File: config.mk
export PLATFORM = sky130hd
export DESIGN_NAME = err_max_reduce
export DESIGN_NICKNAME = d
export VERILOG_FILES = /design/src/logic/taming_pkg.sv /design/src/logic/err_max_reduce.sv
export VERILOG_INCLUDE_DIRS = /design/src /design/src/logic
export SDC_FILE = /design/constraint.sdc
export NUM_CORES = 1
export LEC_CHECK = 0
export ABC_AREA = 0
export CAP_MARGIN = 10
export CORE_UTILIZATION = 45
export DETAILED_ROUTE_END_ITERATION = 6
export DONT_BUFFER_PORTS = 1
export GPL_TIMING_DRIVEN = 0
export SETUP_SLACK_MARGIN = 0.5
export SLEW_MARGIN = 25
export SYNTH_ARGS = -nofsm -noshare
export SYNTH_HDL_FRONTEND = slang
export SYNTH_SLANG_ARGS = --single-unit
File: constraint.sdc
create_clock -name clock -period 6.63 [get_ports clock]
set_input_delay 0.9945 -clock clock [delete_from_list [all_inputs] [get_ports clock]]
set_output_delay 0.9945 -clock clock [all_outputs]
set_load 0.1 [all_outputs]
File: src/logic/taming_cfg.svh
`ifndef TAMING_CFG_SVH
`define TAMING_CFG_SVH

// Error energy zones, one per subframe
`define N_ZONES 4
`define L_SUBFR 40
// Interpolation filter span around the lag
`define L_INTER10 10

// Taming threshold on the zone energy
`define L_THRESH_ERR 32'sd983040000

// Datapath widths
`define WORD_W 16
`define L_WORD_W 32
`define ZONE_W 2

// Scratch memory geometry and zone 0 location
`define MEM_AW 12
`define EXC_ERR_BASE 0

// Legal integer pitch lag
`define T0_MIN 20
`define T0_MAX 143

`endif

File: src/logic/taming_pkg.sv
`include "taming_cfg.svh"

package taming_pkg;

	////////////////////
	// Scalar types
	////////////////////

	// Lag and lag fraction
	typedef logic signed [`WORD_W-1:0] word_t;

	// One excitation error energy
	typedef logic signed [`L_WORD_W-1:0] l_word_t;

	// Scratch word address
	typedef logic [`MEM_AW-1:0] mem_addr_t;

	// Zone index 0..3
	typedef logic [`ZONE_W-1:0] zone_t;

	////////////////////
	// Bundles
	////////////////////

	// Zones touched by the current lag, inclusive
	typedef struct packed {
		zone_t lo_zone;
		zone_t hi_zone;
	} zone_span_t;

	// Energy word broadcast from the sequencer to every lane
	typedef struct packed {
		logic    valid;
		zone_t   zone;
		l_word_t energy;
	} err_beat_t;

	// Taming decision plus the winning energy
	typedef struct packed {
		logic    flag;
		l_word_t max_err;
	} taming_result_t;

endpackage

File: src/logic/err_max_reduce.sv
`timescale 1ns/1ns
`include "taming_cfg.svh"

module err_max_reduce (
	input  logic                       clock,
	input  logic                       rst_n,
	input  taming_pkg::l_word_t        values [`N_ZONES],
	input  logic                       eval,
	output taming_pkg::taming_result_t result,
	output logic                       done
);
	import taming_pkg::*;

	localparam int N_PAIRS = `N_ZONES / 2;

	l_word_t pair_max [N_PAIRS];
	l_word_t best;
	logic    over;

	// Signed two-input maximum
	function automatic l_word_t smax(input l_word_t a, input l_word_t b);
		return (a > b) ? a : b;
	endfunction

	////////////////////
	// Maximum tree
	////////////////////

	always_comb
	begin
		// First level, neighbouring lanes
		for (int i = 0; i < N_PAIRS; i++)
			pair_max[i] = smax(values[2*i], values[2*i+1]);
		// Second level seeded with the reference floor
		best = l_word_t'(-1);
		for (int i = 0; i < N_PAIRS; i++)
			best = smax(best, pair_max[i]);
	end

	// Strictly above threshold
	assign over = best > `L_THRESH_ERR;

	always_ff @(posedge clock)
	begin
		if (!rst_n)
		begin
			result.flag    <= 1'b0;
			result.max_err <= l_word_t'(-1);
			done           <= 1'b0;
		end
		else
		begin
			done <= eval;
			// Hold until the next job finishes
			if (eval)
			begin
				result.flag    <= over;
				result.max_err <= best;
			end
		end
	end

	// Sequencer gives one eval per job
	a_eval_single: assert property (@(posedge clock) disable iff (!rst_n)
		eval |=> !eval)
		else $error("eval held for more than one cycle");

endmodule

# Word level (Yosys, flattened, before mapping)
# Index checks and enable logic that the tools add are counted.
[op_classes]
muxes = 4
magnitude_cmp = 5
[op_table]
columns = ["op", "count"]
rows = [
  ["2-to-1 mux 32 bit", 4],
  ["> comparator 32 bit", 3],
  ["> comparator 1 x 32 -> 1 bit (first input constant)", 1],
  ["> comparator 32 x 31 -> 1 bit (second input constant)", 1],
]
[totals]
elab_cells = 12
reg_bits = 34
out_inout_bits = 34
inputBits = 131

# Depth between registers and ports, before layout
[logic_depth]
ltp_word = 7
mapped_depth = 27
ltp_nobuf = 23

# Worst setup path before layout
# Ideal clock, no wire load.
[synth_timing]
kind = "input to register"
startpoint = "input port values[93] (netlist bit)"
endpoint = "register result[32] (netlist bit)"
required_ns = 6.503
path_slack_ns = 0.644
path_stages = 24
setup_ns = 0.127
t_arrival_ns = 5.858
n_path_buf = 4
path_cell_list = "inv_1 > ha_1 > a21o_1 > a21o_1 > a221o_1 > o31ai_4 > a31oi_4 > o221ai_4 > clkbuf_1 > clkbuf_1 > nand2_1 > ha_1 > a21o_1 > a221o_1 > a21oi_1 > o2111ai_1 > a21oi_1 > or2_1 > buf_2 > buf_2 > nand4_1 > a221o_1 > and4bb_1 > a21boi_1"
[synth_between]
elab_chain_cells = 7
[synth_rtl]
columns = ["item", "line_no", "text"]
rows = [
  ["from (decl)", "err_max_reduce.sv:7", "input taming_pkg::l_word_t values [`N_ZONES],"],
  ["> comparator 32 bit", "err_max_reduce.sv:22", "return (a > b) ? a : b;"],
  ["2-to-1 mux 32 bit *", "err_max_reduce.sv:22", ""],
  ["> comparator 1 x 32 -> 1 bit", "err_max_reduce.sv:22", ""],
  ["2-to-1 mux 32 bit *", "err_max_reduce.sv:22", ""],
  ["> comparator 32 bit", "err_max_reduce.sv:22", ""],
  ["2-to-1 mux 32 bit *", "err_max_reduce.sv:22", ""],
  ["> comparator 32 x 31 -> 1 bit (no source line) *", "--", ""],
  ["to (decl)", "err_max_reduce.sv:9", "output taming_pkg::taming_result_t result,"],
]
# Mark *: on every way between the ends. The rest lies on a longest branch, timed or not.
# A chain may end at the register's enable or synchronous reset.

# Worst setup path in the final report
[layout_timing]
startpoint = "input port values[93] (netlist bit)"
endpoint = "register result[23] (netlist bit)"
[layout_between]
elab_chain_cells = 6
[layout_rtl]
columns = ["item", "line_no"]
rows = [
  ["> comparator 32 bit", "err_max_reduce.sv:22"],
  ["2-to-1 mux 32 bit *", "err_max_reduce.sv:22"],
  ["> comparator 1 x 32 -> 1 bit", "err_max_reduce.sv:22"],
  ["2-to-1 mux 32 bit *", "err_max_reduce.sv:22"],
  ["> comparator 32 bit", "err_max_reduce.sv:22"],
  ["2-to-1 mux 32 bit *", "err_max_reduce.sv:22"],
]
# Marked as above.

==> impl_metrics.csv <==
group,metric,value,unit
status,outcome,"finished, final reports clean",
power,power,0.00177,W
die,initial_core_util,46.4,%
yosys,yosysWarnings,0,
clock_network,clock_latency,0.27,ns
global_routing,antenna_found_initial,0,
yosys,synth_seq_cells,34,
power,ir_drop,0.000124,V
setup_path,crit_path_frequent_cell,"buf_6",
setup_path,cpMaxStageDelayCell,"o211ai_1",
sta,finalCritPeriodShare,91.1,%
setup_path,crit_path_end,"result[23]$_SDFFE_PN1P_",
routing,via_count,7149,
routing,routedWlPerCell,26.2,um
die,die_h,119,um
final_layout,antenna_cells,0,
sta,hold_viol_final,0,
die,row_count,42,
setup_path,path_class,"primary input to register",
sta,skew,0,ns
clock_network,root_buffer,"clkbuf_16",
setup_path,r2r_slack,4.52,ns
setup_path,startpoint,"values[93]",
routing,final_antenna_net_count,0,
global_routing,grt-ovfl-total,0,
sta,max_freq,166,MHz
power,p_leak,3.09,nW
die,die_area,0.0142,mm2
setup_path,r2r-end,"result[32]$_SDFFE_PN0P_",
place,port-buffer-count,0,
sta,relSlewSlack,31.3,%
final_layout,nFillCells,1300,
routing,drtPass1Iterations,6,
clock_network,htreeDepth,2,
clock_network,cts_buffer_depth,2,
place,place_hpwl,22500,um
place,placed_cells,1018,
hold_path,hold_path_class,"register to register",
global_routing,track_usage,37.6,%
yosys,yosysSeqAreaShare,11.0,%
final_layout,final_nets,1095,
routing,drc,0,
yosys,synthCells,842,
setup_path,cp_top_family,"compound AO/OA/AOI/OAI gates",
global_routing,grt_pass1_wl,40500,um
yosys,synth_nets,1069,
die,core_area,0.0133,mm2
yosys,synth_edf_count,0,
sta,worstMarginPinSlew,1.03,ns
die,ios,165,
setup_path,cp.required,6.77,ns
setup_path,critical_path_depth,26,
sta,setup_viol,0,
sta,report.final.slew_viol_count,0,
setup_path,reg2reg_depth,5,
clock_network,ctsHoldBuffers,0,
setup_path,r2r_start,"result[32]$_SDFFE_PN0P_",
sta,hold_ws,0.941,ns
power,p_per_area,246,mW/mm2
setup_path,crit_buf_inv,8,
final_layout,layoutNonFillerInstCount,1045,
setup_path,worstSetupEndpointType,"register",
yosys,async_reset_ff_share,0,%
flow_run,drv_cap,0,
routing,viasPerCell,6.84,
clock_network,cts_num_sinks,34,
clock_network,cts_inserted_buffers,5,
sta,finalCriticalPeriod,6.04,ns
yosys,avgSynthCellArea,7.33,um2
final_layout,drive_gt1_share,15.0,%
yosys,synth_ff_type,"dfxtp_1",
global_routing,grt_max_degree,11,
place,pre_cts_slack,-1.23,ns
yosys,synth_area,0.00617,mm2
setup_path,cp_max_fo,10,
final_layout,layout_commonest_cell,"nand2_1",
routing,wl,27400,um
routing,first_iter_violations,635,
clock_network,clkTransAtPathRegs,0.05,ns
sta,rsz0062_at_grt,"no",
setup_path,setup.worst_path.start_class,"primary input",
setup_path,crit_arrival,6.18,ns
clock_network,cts_tree,"built",
die,fp.dieW,119,um
hold_path,holdPathStages,2,
final_layout,area_delta_synth_final,16.8,%
sta,setup_slack,0.589,ns
yosys,synth_cell_types,81,
place,gp_congestion,1.04,
setup_path,max_stage_delay,0.39,ns
final_layout,final_cell_mix,"102 x nand2_1, 92 x ha_1, 74 x inv_1",
global_routing,grt_pass1_vias,6869,
[where the power goes]
group,internal (W),switching (W),total (W)
combinational,0.000408,0.000650,0.00106
sequential,0.000233,0.000224,0.000457
clock,0.000177,0.0000797,0.000257
total,0.000818,0.000953,0.00177
[per-layer routing]
metal | part of all wire [%] | GRT usage [%]
met5 | 0 | 0
met4 | 5.0 | 16.2
met3 | 12 | 11.6
met2 | 45 | 62.5
met1 | 37 | 44.3
[per-stage QoR]
step                      utilization (%)  area (um2)  setup TNS [ns]
after floorplan                         -        6170               0
after CTS                            52.1        6920               0
after global placement               48.1        6390          -23.47
final                                54.2        7210               0
after detailed placement             48.1        6390          -22.68
after global routing                 54.2        7210               0
[layout make-up]
type,count,area (um2),area share (%)
clock inverter,1,30.0,0.416
sequential,34,681,9.44
multi-input combinational,690,5410,75.0
buffer,43,313,4.34
clock buffer,7,133,1.84
timing repair buffer,19,143,1.98
tap,176,220,3.05
inverter,75,282,3.90
[state kept, by name, summed over array words and instances, names as in the netlist]
register  count
result       33
done          1
[worst min-delay path: stages, from the launching register on]
cell and delay [ns]:
dfxtp_1 0.64, nand2_1 0.17, nand3_1 0.08
[kinds of logic after synthesis]
kind of cell | synth area share (%)
and+or+nand+nor | 24.3
DFF | 11.0
AOI/OAI and AO/OA | 31.9
buffers and inverters | 7.93
muxes | 5.37
adders and majority gates | 19.5
[worst min path at each step]
stage                                  from                      end
CTS                 result[31]$_SDFFE_PN1P_  result[31]$_SDFFE_PN1P_
global route        result[28]$_SDFFE_PN1P_  result[28]$_SDFFE_PN1P_
finish              result[31]$_SDFFE_PN1P_  result[31]$_SDFFE_PN1P_
floorplan           result[31]$_SDFFE_PN1P_  result[31]$_SDFFE_PN1P_
detailed placement  result[31]$_SDFFE_PN1P_  result[31]$_SDFFE_PN1P_
global placement    result[31]$_SDFFE_PN1P_  result[31]$_SDFFE_PN1P_
[repair_timing]
item,CTS,global route
endpoints found under the setup margin,33,30
pin swaps,10,24
cloned,0,0
resized for setup,64,56
setup buffers,12,7
[synthesized netlist by cell type, types with 13 or more instances]
| cell | instances | share of area (%) |
|---|---|---|
| dfxtp_1 | 34 | 11 |
| nand4_1 | 33 | 3.3 |
| nor2_1 | 37 | 2.3 |
| nand3_1 | 43 | 3.5 |
| a21oi_1 | 51 | 4.1 |
| o21ai_0 | 39 | 3.2 |
| inv_1 | 74 | 4.5 |
| o211ai_1 | 22 | 2.7 |
| mux2i_1 | 32 | 5.2 |
| clkbuf_1 | 23 | 1.4 |
| nand2_1 | 105 | 6.4 |
| nor4_1 | 19 | 1.9 |
| buf_2 | 13 | 1.1 |
| o22ai_1 | 19 | 1.9 |
| a21o_1 | 14 | 1.7 |
| ha_1 | 96 | 19 |
Power figures use the tool's default switching activity.
